### config.mk
export PLATFORM = sky130hd
export DESIGN_NAME = umi_regif_top
export DESIGN_NICKNAME = d
export VERILOG_FILES = /design/src/umi_pkg.sv /design/src/regif_pkg.sv /design/src/umi_regif.sv /design/src/umi_reg_bank.sv /design/src/umi_resp_fifo.sv /design/src/umi_regif_top.sv
export SDC_FILE = /design/constraint.sdc
export NUM_CORES = 1
export LEC_CHECK = 0
export BUFFER_PORTS_ARGS = -buffer_cell sky130_fd_sc_hd__buf_2
export CORE_AREA = 2 2 208 414
export CTS_BUF_LIST = sky130_fd_sc_hd__clkbuf_8 sky130_fd_sc_hd__clkbuf_16
export DETAILED_ROUTE_END_ITERATION = 7
export DIE_AREA = 0 0 210 416
export PLACE_DENSITY = 0.73
export RECOVER_POWER = 50
export SYNTH_ARGS = -nofsm -noshare
export SYNTH_HDL_FRONTEND = slang
export SYNTH_SLANG_ARGS = --single-unit
### constraint.sdc
create_clock -name clk -period 4.5 [get_ports clk]
set_clock_uncertainty 0.1 [all_clocks]
set_input_delay 0.675 -clock clk [delete_from_list [all_inputs] [get_ports clk]]
set_output_delay 0.675 -clock clk [all_outputs]
set_load 0.01 [all_outputs]
### src/umi_pkg.sv
/*
 * UMI packet definitions shared by the register endpoint.
 * Holds the bus widths, the opcode encoding, the command word layout
 * and the request/response packet structs used on the device port.
 */

package umi_pkg;

   //##################################################
   // Bus widths
   //##################################################

   localparam int UMI_CW = 32;      // Command word
   localparam int UMI_AW = 64;      // Address
   localparam int UMI_DW = 128;     // Packet data

   //##################################################
   // Opcodes
   //##################################################

   // Only the opcodes this endpoint cares about
   typedef enum logic [4:0] {
      INVALID    = 5'd0,
      REQ_READ   = 5'd1,
      RESP_READ  = 5'd2,
      REQ_WRITE  = 5'd3,
      RESP_WRITE = 5'd4,
      REQ_POSTED = 5'd5,
      REQ_ATOMIC = 5'd9
   } umi_opcode_e;

   //##################################################
   // Command word and packets
   //##################################################

   // Field order is MSB first, 32 bits in total
   typedef struct packed {
      logic [4:0]  hostid;          // Requesting host
      logic [1:0]  user;            // User bits
      logic        ex;              // Exclusive access
      logic        eof;             // End of frame
      logic        eom;             // End of message
      logic [1:0]  prot;            // Protection mode
      logic [3:0]  qos;             // Quality of service
      logic [7:0]  len;             // Beats minus one
      logic [2:0]  size;            // Log2 of bytes per beat
      umi_opcode_e opcode;
   } umi_cmd_t;

   // Request packet, host to device
   typedef struct packed {
      umi_cmd_t              cmd;
      logic [UMI_AW-1:0]     dstaddr;   // Target address
      logic [UMI_AW-1:0]     srcaddr;   // Return address
      logic [UMI_DW-1:0]     data;
   } umi_req_t;

   // Response packet, device to host
   typedef struct packed {
      umi_cmd_t              cmd;
      logic [UMI_AW-1:0]     dstaddr;   // Copied from request srcaddr
      logic [UMI_AW-1:0]     srcaddr;   // Always zero here
      logic [UMI_DW-1:0]     data;
   } umi_resp_t;

endpackage

### src/regif_pkg.sv
/*
 * Register endpoint constants and the internal register bus.
 * Group decode, register count, response queue depth and ID value.
 */

package regif_pkg;

   localparam int REG_W = 32;                  // Register width

   // Group field inside the destination address
   localparam int             GRP_OFFSET = 24;
   localparam int             GRP_AW     = 4;
   localparam logic [GRP_AW-1:0] GRP_ID  = 4'h3;   // This endpoint

   localparam int          NUM_REGS   = 16;        // Index is addr[5:2]
   localparam logic [REG_W-1:0] ID_VALUE = 32'h5245_4749;   // Reg 0, read only
   localparam int          RESP_DEPTH = 4;         // Response queue entries

   // Strobes plus the request fields they act on
   typedef struct packed {
      logic                      read;      // One-cycle read strobe
      logic                      write;     // One-cycle write strobe
      logic [umi_pkg::UMI_AW-1:0] addr;
      logic [2:0]                size;
      logic [7:0]                len;
      logic [REG_W-1:0]          wrdata;
   } reg_bus_t;

endpackage

### src/umi_regif.sv
/*
 * UMI request translator. Turns accepted read, write and posted-write
 * requests into single-cycle register strobes and builds the matching
 * response packet, which is pushed into the response queue.
 */

`timescale 1ns/100ps

module umi_regif
  (
   input  logic                        clk,
   input  logic                        nreset,
   // UMI request side
   input  logic                        udev_req_valid,
   input  umi_pkg::umi_req_t           udev_req,
   output logic                        udev_req_ready,
   // Response queue status
   input  logic                        full,
   // Register bus
   output regif_pkg::reg_bus_t         reg_bus,
   input  logic [regif_pkg::REG_W-1:0] reg_rddata,
   // Response queue write side
   output logic                        push,
   output umi_pkg::umi_resp_t          push_data
   );

   import umi_pkg::*;
   import regif_pkg::*;

   logic accept;        // Request transfer this cycle
   logic group_match;
   logic is_read;
   logic is_write;
   logic is_posted;

   //##################################################
   // Request decode
   //##################################################

   // Stall everything while the queue is full
   assign udev_req_ready = ~full;
   assign accept         = udev_req_valid & udev_req_ready;

   assign group_match = (udev_req.dstaddr[GRP_OFFSET +: GRP_AW] == GRP_ID);

   // Atomics and anything else fall through and get dropped
   always_comb
   begin
      is_read   = 1'b0;
      is_write  = 1'b0;
      is_posted = 1'b0;
      case (udev_req.cmd.opcode)
         REQ_READ:   is_read   = 1'b1;
         REQ_WRITE:  is_write  = 1'b1;
         REQ_POSTED: is_posted = 1'b1;
         default:    ;
      endcase
   end

   //##################################################
   // Register bus
   //##################################################

   assign reg_bus.read   = accept & group_match & is_read;
   assign reg_bus.write  = accept & group_match & (is_write | is_posted);
   assign reg_bus.addr   = udev_req.dstaddr;
   assign reg_bus.size   = udev_req.cmd.size;
   assign reg_bus.len    = udev_req.cmd.len;
   assign reg_bus.wrdata = udev_req.data[REG_W-1:0];   // Low word only

   //##################################################
   // Response build
   //##################################################

   // Posted writes get no response
   assign push = accept & group_match & (is_read | is_write);

   always_comb
   begin
      // Command copied, only the opcode changes
      push_data.cmd        = udev_req.cmd;
      push_data.cmd.opcode = is_read ? RESP_READ : RESP_WRITE;
      // Return to sender
      push_data.dstaddr    = udev_req.srcaddr;
      push_data.srcaddr    = '0;
      // Readback fills the whole data field
      if (is_read)
         push_data.data = {(UMI_DW/REG_W){reg_rddata}};
      else
         push_data.data = '0;                          // Write ack carries no data
   end

   //##################################################
   // Checks
   //##################################################

   // Bank sees at most one strobe per cycle
   a_strobe_onehot: assert property (@(posedge clk) disable iff (!nreset)
      !(reg_bus.read && reg_bus.write));

endmodule

### src/umi_reg_bank.sv
/*
 * Register array behind the register bus. Register 0 holds a fixed ID,
 * the rest are plain read/write. Readback is combinational so the
 * translator can build a read response in the strobe cycle.
 */

`timescale 1ns/100ps

module umi_reg_bank
  (
   input  logic                        clk,
   input  logic                        nreset,
   input  regif_pkg::reg_bus_t         reg_bus,
   output logic [regif_pkg::REG_W-1:0] reg_rddata
   );

   import regif_pkg::*;

   logic [REG_W-1:0]            regs [1:NUM_REGS-1];   // Reg 0 is the fixed ID, not stored
   logic [$clog2(NUM_REGS)-1:0] idx;   // Word index

   // Word aligned, byte offset ignored
   assign idx = reg_bus.addr[2 +: $clog2(NUM_REGS)];

   //##################################################
   // Register array
   //##################################################

   always_ff @(posedge clk or negedge nreset)
   begin
      if (!nreset)
      begin
         for (int i = 1; i < NUM_REGS; i++)
         begin
            regs[i] <= '0;
         end
      end
      else if (reg_bus.write && (idx != '0))   // Reg 0 is read only
      begin
         regs[idx] <= reg_bus.wrdata;
      end
   end

   //##################################################
   // Readback
   //##################################################

   // Valid whenever read is high, value otherwise ignored
   assign reg_rddata = (idx == '0) ? ID_VALUE : regs[idx];   // Reg 0 decoded to ID

   // Only single 32-bit words supported
   a_size_word: assert property (@(posedge clk) disable iff (!nreset)
      (reg_bus.read || reg_bus.write) |-> (reg_bus.size <= 3'd2));

endmodule

### src/umi_resp_fifo.sv
/*
 * Response queue between the translator and the UMI response port.
 * Holds RESP_DEPTH packets, presents the head with a valid/ready
 * handshake and raises full to stall new requests.
 */

`timescale 1ns/100ps

module umi_resp_fifo
  (
   input  logic               clk,
   input  logic               nreset,
   // Write side
   input  logic               push,
   input  umi_pkg::umi_resp_t push_data,
   output logic               full,
   // UMI response side
   output logic               udev_resp_valid,
   output umi_pkg::umi_resp_t udev_resp,
   input  logic               udev_resp_ready
   );

   import umi_pkg::*;
   import regif_pkg::*;

   umi_resp_t                         mem [RESP_DEPTH];   // Packet storage
   logic [$clog2(RESP_DEPTH)-1:0]     wr_ptr;
   logic [$clog2(RESP_DEPTH)-1:0]     rd_ptr;
   logic [$clog2(RESP_DEPTH+1)-1:0]   count;              // Entries held
   logic                              pop;

   assign pop = udev_resp_valid & udev_resp_ready;

   //##################################################
   // Storage
   //##################################################

   always_ff @(posedge clk)
   begin
      if (push)
         mem[wr_ptr] <= push_data;
   end

   //##################################################
   // Pointers and count
   //##################################################

   // Depth is a power of two, pointers wrap naturally
   always_ff @(posedge clk or negedge nreset)
   begin
      if (!nreset)
      begin
         wr_ptr <= '0;
         rd_ptr <= '0;
         count  <= '0;
      end
      else
      begin
         if (push)
            wr_ptr <= wr_ptr + 1'b1;
         if (pop)
            rd_ptr <= rd_ptr + 1'b1;
         case ({push, pop})
            2'b10:   count <= count + 1'b1;
            2'b01:   count <= count - 1'b1;
            default: ;                          // Push with pop nets to zero
         endcase
      end
   end

   assign full            = (count == RESP_DEPTH);
   assign udev_resp_valid = (count != '0);
   assign udev_resp       = mem[rd_ptr];        // Head entry

   //##################################################
   // Checks
   //##################################################

   // Translator must respect full
   a_no_push_full: assert property (@(posedge clk) disable iff (!nreset)
      push |-> !full);

   // Stalled response holds until taken
   a_head_stable: assert property (@(posedge clk) disable iff (!nreset)
      (udev_resp_valid && !udev_resp_ready) |=> (udev_resp_valid && $stable(udev_resp)));

endmodule

### src/umi_regif_top.sv
/*
 * UMI register endpoint top level. Wires the request translator to the
 * register bank and the response queue. No logic lives here.
 */

`timescale 1ns/100ps

module umi_regif_top
  (
   input  logic               clk,
   input  logic               nreset,
   // UMI request
   input  logic               udev_req_valid,
   input  umi_pkg::umi_req_t  udev_req,
   output logic               udev_req_ready,
   // UMI response
   output logic               udev_resp_valid,
   output umi_pkg::umi_resp_t udev_resp,
   input  logic               udev_resp_ready
   );

   import umi_pkg::*;
   import regif_pkg::*;

   reg_bus_t         reg_bus;      // Translator to bank
   logic [REG_W-1:0] reg_rddata;   // Bank readback
   logic             push;
   umi_resp_t        push_data;
   logic             full;         // Queue to translator stall

   umi_regif u_regif (
      .clk            (clk),
      .nreset         (nreset),
      .udev_req_valid (udev_req_valid),
      .udev_req       (udev_req),
      .udev_req_ready (udev_req_ready),
      .full           (full),
      .reg_bus        (reg_bus),
      .reg_rddata     (reg_rddata),
      .push           (push),
      .push_data      (push_data)
   );

   umi_reg_bank u_reg_bank (
      .clk        (clk),
      .nreset     (nreset),
      .reg_bus    (reg_bus),
      .reg_rddata (reg_rddata)
   );

   umi_resp_fifo u_resp_fifo (
      .clk             (clk),
      .nreset          (nreset),
      .push            (push),
      .push_data       (push_data),
      .full            (full),
      .udev_resp_valid (udev_resp_valid),
      .udev_resp       (udev_resp),
      .udev_resp_ready (udev_resp_ready)
   );

endmodule

==> impl_metrics.ini, run 1 <==
[global_route]
use_met2_pct = 39.2
groute.usage.overall_pct = 21.7
grt_pass1_wl_mm = 142
grt_max_degree = 123
grt_pass1_vias = 23600
antenna_found_initial = 15
grt_overflow = 0
grt_busiest_layer = met2
grt_use_met1_pct = 24.7
grt_use_met3_pct = 4.53

[status]
status = finished, violations left
violations = max-capacitance violations, max-slew violations

[clocking]
htree_levels = 3
cts-root-buf = clkbuf_16
clockBufferDepth = 3
cts.sinks = 987
cts_setup_buffers = 0
holdBufCountCts = 0
cts_resized = 0
path_clk_slew_ns = 0.07
clk_latency_ns = 0.67
cts_buffers = 81
cts_tree = yes

[detailed_routing]
avgViaCountPerCell = 5.83
dr.pass1.iters = 5
vias = 21700
wirelength_mm = 94.1
ant_nets = 0
wire_per_inst_um = 25.3
drc = 0
first_iter_violations = 1416

[timing]
min_period_ns = 3.88
relSlewSlack_pct = -129
setup_viol = 0
rsz0062_at_grt = false
fin_crit_sh_pct = 86.1
fin_tns_setup_ns = 0
fmax_ghz = 0.258
tightestPinTransition_ns = 3.43
slew_viol_final = 208
hold_violations = 0

[die]
core_um2 = 84500
die_h_um = 416
die_w_um = 210
fp.dieArea_um2 = 87400
num_rows = 151
io_pins = 582
initial_core_util_pct = 49.5

[setup_path]
end_kind = flop
cp.arrival_ns = 4.10
reg2reg_depth = 5
worstPathRequired_ns = 4.73
crit_path_start_kind = primary input
worstSetupPathType = primary input to flop
cp_max_fo = 46

[job]
cap_violations = 4

[layout]
layout-drive-gt1-share_pct = 42.1
fin_nets = 2884
area_growth_pct = 11.2
multi_input_area_um2 = 12700
regArea_um2 = 27200
fillers = 6470

[synth]
ys_seq_area_share_pct = 65.1
syn_area_um2 = 41800
ys.flop_type = edfxtp_1
synth-edff-count = 500
syn_inst = 2318
syn_area_per_cell_um2 = 18.0
synthArstFlopShare_pct = 49.3
synth-seq-cells = 987
yosysWarnings = 0
synthDistinctLibCells = 51

[power_and_ir_drop]
p_clk_share_pct = 33.5
p_leak_nw = 19.4
p_int_mw = 15.1
seq_power_share_pct = 47.3
ir_worst_vdd_v = 0.000365
p_comb_share_pct = 19.2
cellPowerDensity_nw_per_um2 = 445
switching_share_pct = 26.7
finalPower_mw = 20.6
p_sw_mw = 5.51

[place]
gp_congestion = 0.768
hpwl_mm = 61.8
io_buffers = 362

[worst_hold_path]
whs_path_depth = 1
holdCritPathClass = primary input to flop
metal layers:
| metal | vias up | routed length (um) | share of wire, % |
|---|---|---|---|
| li1 | 9206 | - | - |
| met3 | 214 | 5260 | 5.6 |
| met5 | - | 139 | 0.15 |
| met2 | 751 | 50200 | 53 |
| met4 | 20 | 4000 | 4.2 |
| met1 | 11500 | 34500 | 37 |
through the flow:
| step | std cells | setup WS [ns] | util, % | cell area (um^2) | hold slack, ns |
|---|---|---|---|---|---|
| CTS | 3719 | 0.852 | 55.4 | 46800 | 0.0420 |
| global route | 3721 | 0.456 | 55.0 | 46400 | 0.151 |
| global placement | 3574 | 0.906 | 52.3 | 44200 | 0.362 |
| detailed placement | 3574 | 0.825 | 52.3 | 44200 | 0.371 |
| floorplan | 2384 | 0.638 | - | 42000 | 0.279 |
| finish | 3723 | 0.624 | 55.0 | 46400 | 0.172 |
cells in the final DEF (no fill, tap or decap), types with 10 or more instances in the layout:
| master | n |
|---|---|
| mux2_2 | 447 |
| o22ai_1 | 26 |
| buf_2 | 266 |
| clkbuf_8 | 16 |
| nor2_1 | 14 |
| clkbuf_16 | 82 |
| edfxtp_1 | 500 |
| mux4_2 | 202 |
| inv_1 | 42 |
| a221oi_1 | 10 |
| mux2_1 | 48 |
| mux2i_1 | 70 |
| dfrtp_1 | 485 |
| a21oi_1 | 13 |
| a211oi_1 | 17 |
| a221o_1 | 11 |
| conb_1 | 67 |
| buf_4 | 35 |
| nand2_1 | 12 |
| clkbuf_1 | 113 |
| buf_12 | 23 |
worst paths after layout:
| path | startpoint | endpoint | slack, ns |
|---|---|---|---|
| max | udev_req[194] | u_resp_fifo.mem[2][110] | 0.62 |
| min | udev_req[140] | u_resp_fifo.mem[1][140] | 0.17 |
| max reg2reg | u_resp_fifo.count[2] | u_reg_bank.regs[360] | 0.82 |
| min reg2reg | u_reg_bank.regs[265] | u_reg_bank.regs[265] | 0.38 |
| max in group asynchronous | nreset | u_reg_bank.regs[236] | 1.04 |
| min in group asynchronous | nreset | u_reg_bank.regs[245] | 1.02 |
cells in the mapped netlist (3+ instances only):
| library cell | instances | share of area [%] |
|---|---|---|
| buf_4 | 191 | 3.4 |
| clkbuf_1 | 68 | 0.61 |
| a22oi_1 | 8 | 0.14 |
| nor2_1 | 14 | 0.13 |
| buf_1 | 15 | 0.13 |
| nor4_2 | 6 | 0.18 |
| nor4_4 | 9 | 0.46 |
| edfxtp_1 | 500 | 36 |
| a22o_1 | 3 | 0.063 |
| o21ai_0 | 7 | 0.084 |
| o211ai_1 | 4 | 0.072 |
| o221ai_1 | 3 | 0.063 |
| a221oi_1 | 10 | 0.21 |
| o22ai_1 | 26 | 0.39 |
| mux4_2 | 202 | 11 |
| buf_2 | 47 | 0.56 |
| ha_1 | 5 | 0.15 |
| a211oi_1 | 17 | 0.31 |
| dfrtp_1 | 487 | 29 |
| a31oi_1 | 3 | 0.045 |
| a221o_1 | 11 | 0.26 |
| nor3_1 | 8 | 0.096 |
| mux2i_1 | 70 | 1.7 |
| and2_1 | 6 | 0.090 |
| a311oi_1 | 5 | 0.10 |
| nand3_1 | 6 | 0.072 |
| nand2_1 | 12 | 0.11 |
| nor2b_1 | 10 | 0.15 |
| mux2_1 | 47 | 1.3 |
| nand2b_1 | 5 | 0.075 |
| mux2_2 | 448 | 12 |
| xor2_1 | 3 | 0.063 |
| xnor2_1 | 4 | 0.084 |
| or2_2 | 3 | 0.045 |
| a21oi_1 | 13 | 0.16 |
| inv_1 | 21 | 0.19 |
cell type report:
| type | instances | share of cell area [%] |
|---|---|---|
| Inverter | 23 | 0.186 |
| Tap cell | 1071 | 2.89 |
| Clock buffer | 98 | 4.89 |
| Timing Repair Buffer | 441 | 5.39 |
| Multi-Input combinational cell | 1052 | 27.3 |
| Clock inverter | 47 | 0.706 |
| Sequential cell | 987 | 58.6 |
| Antenna cell | 4 | 0.0216 |
sequential cells by signal, summed over array words and instances, names as in the netlist:
signal              flops
u_reg_bank.regs       480
u_resp_fifo.rd_ptr      2
u_resp_fifo.mem       500
u_resp_fifo.count       3
u_resp_fifo.wr_ptr      2
kinds of logic (layout without fill, tap and decap cells):
logic type,Yosys count,count (layout),synth area share [%]
buf+inv,345,609,4.98
other cells,1,71,0.00898
mux,767,767,25.9
simple gates,91,91,1.65
flops,987,987,65.1
xor+xnor,7,7,0.147
fa+ha+maj,6,6,0.198
compound gates,114,114,1.97
power groups by stage:
| stage | registers, mW | logic, mW | clock network (mW) |
|---|---|---|---|
| global placement | 9.97 | 4.01 | 0 |
| finish | 9.77 | 3.97 | 6.91 |
| CTS | 9.79 | 4.06 | 7.08 |
| floorplan | 9.73 | 3.11 | 0 |
| global route | 9.80 | 4.25 | 7.37 |
| detailed placement | 9.97 | 4.05 | 0 |
worst max-delay path: stages:
cell      delay, ns
clkbuf_2       1.15
nor2b_2        0.05
clkbuf_1       0.71
a221oi_1       0.54
a211oi_1       0.09
a211oi_1       0.84
Power figures use the tool's default switching activity.
==> run 2, diff against run 1 <==
- PLACE_DENSITY: 0.73 -> 0.7
- clock period: 4.5 -> 4 ns (I/O delays scaled with it)
==> run 2 against run 1 <==
The run still ends with max-capacitance violations, max-slew violations left; clock-buffer cell count shrank 8; setup slack lost 0.32 ns; global-route usage increased by 0.25 points; first-iteration DRC count increased by 2.1%; via count is 0.20% lower; critical path type unchanged; highest routed layer unchanged.
==> impl_metrics.ini, run 2 (same netlist as run 1, synthesis figures left out) <==
[place]
io_buffers = 362
gp_congestion = 0.787
hpwl_mm = 62.1
dp_slack_ns = 0.621
dpl.cell_count = 3578

[power_and_ir_drop]
p_comb_share_pct = 19.4
switching_share_pct = 27.0
ir_worst_vdd_v = 0.000305
p_leak_nw = 19.4
finalPower_mw = 23.5
p_clk_share_pct = 34.3
cellPowerDensity_nw_per_um2 = 505
seq_power_share_pct = 46.3
p_int_mw = 17.2
p_sw_mw = 6.36

[die]
fp.dieArea_um2 = 87400
die_w_um = 210
die_h_um = 416
initial_core_util_pct = 49.5
num_rows = 151
io_pins = 582
core_um2 = 84500

[status]
violations = max-capacitance violations, max-slew violations
status = finished, violations left

[layout]
fin_nets = 2891
stdcell_count = 3733
final_cell_mix = 500 x edfxtp_1, 485 x dfrtp_1, 448 x mux2_2, 267 x buf_2, 202 x mux4_2
layout-drive-gt1-share_pct = 42.9
reg_top3 = u_resp_fifo.mem x500, u_reg_bank.regs x480, u_resp_fifo.count x3
regArea_um2 = 27200
largest_register_ff_count = 500
final_common_cell = edfxtp_1
multi_input_area_um2 = 12700
area_growth_pct = 11.6
fillers = 6521
top_register = u_resp_fifo.mem

[clocking]
cts_tree = yes
cts_buffers = 83
cts_setup_buffers = 0
path_clk_slew_ns = 0.07
cts-root-buf = clkbuf_16
htree_levels = 3
clockBufferDepth = 3
clk_latency_ns = 0.66
cts.sinks = 987

[timing]
fin_ws_ns = 0.302
relSlewSlack_pct = -84.7
setup_viol = 0
tightestPinTransition_ns = 2.77
fin_crit_sh_pct = 92.4
slew_viol_final = 163
rsz0062_at_grt = false
min_period_ns = 3.70
fmax_ghz = 0.270
fin_tns_setup_ns = 0
hold_violations = 0

[setup_path]
end_kind = flop
worstSetupPathType = primary input to flop
crit_path_start_kind = primary input
cp_max_fo = 44
cp.arrival_ns = 3.95
worstPathRequired_ns = 4.25

[global_route]
grt_max_degree = 118
antenna_found_initial = 17
grt_pass1_vias = 23700
grt_pass1_wl_mm = 144
grt_overflow = 0
groute.usage.overall_pct = 22.0

[detailed_routing]
first_iter_violations = 1446
vias = 21600
drc = 0
ant_nets = 0
avgViaCountPerCell = 5.80
wire_per_inst_um = 25.4
dr.pass1.iters = 5
wirelength_mm = 94.9

[job]
cap_violations = 3

[worst_hold_path]
holdCritPathClass = primary input to flop
## run 2: cell count changes in the layout (fill, tap and decap cells not counted), moves of 3 or more
| cell | previous run | this run |
|---|---|---|
| clkinv_2 | 9 | 18 |
| clkinvlp_4 | 1 | 7 |
| inv_1 | 42 | 32 |
| diode_2 | 4 | 1 |
| clkbuf_2 | 3 | 7 |
| nor4_2 | 0 | 4 |
| clkinv_1 | 8 | 14 |
| clkbuf_1 | 113 | 105 |
| clkbuf_8 | 16 | 6 |
| bufinv_16 | 3 | 6 |
| buf_4 | 35 | 41 |
## run 2: path summary, 6_finish.rpt
check | from | to | slack (ns) | cells past startpoint
max | udev_req[194] | u_resp_fifo.mem[1][123] | 0.30 | 6
min | udev_req[173] | u_resp_fifo.mem[0][173] | 0.11 | 1
max reg2reg | u_resp_fifo.count[2] | u_reg_bank.regs[443] | 0.56 | 6
min reg2reg | u_reg_bank.regs[264] | u_reg_bank.regs[264] | 0.39 | 1
max in group asynchronous | nreset | u_reg_bank.regs[337] | 0.68 | 3
min in group asynchronous | nreset | u_reg_bank.regs[245] | 1.22 | 2
## run 2: worst max-delay path: stages
cell and delay (ns):
clkbuf_2 0.82, or2_0 0.71, o211ai_1 0.25, clkbuf_1 0.88, nand2b_1 0.42, o22ai_1 0.24
## run 2: metal layers
metal / GRT usage [%] / share of wire (%) / vias to the layer above
met4: 8.32 / 3.6 / 16
li1: - / - / 9230
met2: 40.3 / 54 / 710
met1: 25.1 / 37 / 11500
met5: 0 / 0.10 / -
met3: 4.40 / 5.6 / 193
## run 2: layout make-up
| cell class | count | share of cell area (%) |
|---|---|---|
| Antenna cell | 1 | 0.00537 |
| Clock buffer | 90 | 4.69 |
| Clock inverter | 63 | 1.16 |
| Inverter | 23 | 0.185 |
| Multi-Input combinational cell | 1052 | 27.2 |
| Sequential cell | 987 | 58.4 |
| Tap cell | 1071 | 2.87 |
| Timing Repair Buffer | 446 | 5.52 |
## run 2: what timing repair did
action	in CTS	in global routing
gates resized for setup	0	0
hold buffers	1	0
hold endpoints to repair	92	0
setup endpoints to repair	0	0
## run 2: power groups by stage
stage | combinational (mW) | clock [mW] | sequential (mW)
2_1_floorplan | 3.50 | 0 | 10.9
3_3_place_gp | 4.64 | 0 | 11.1
3_5_place_dp | 4.68 | 0 | 11.1
4_1_cts | 4.69 | 8.27 | 10.9
5_1_grt | 4.89 | 8.63 | 10.9
6_report | 4.56 | 8.07 | 10.9
## run 2: stage by stage
stage / cell area, um^2 / util [%] / hold slack, ns
floorplan: 42000 / - / 0.204
global placement: 44200 / 52.3 / 0.362
detailed placement: 44200 / 52.3 / 0.372
CTS: 46900 / 55.6 / 0.0183
global route: 46600 / 55.2 / 0.0762
finish: 46600 / 55.2 / 0.109
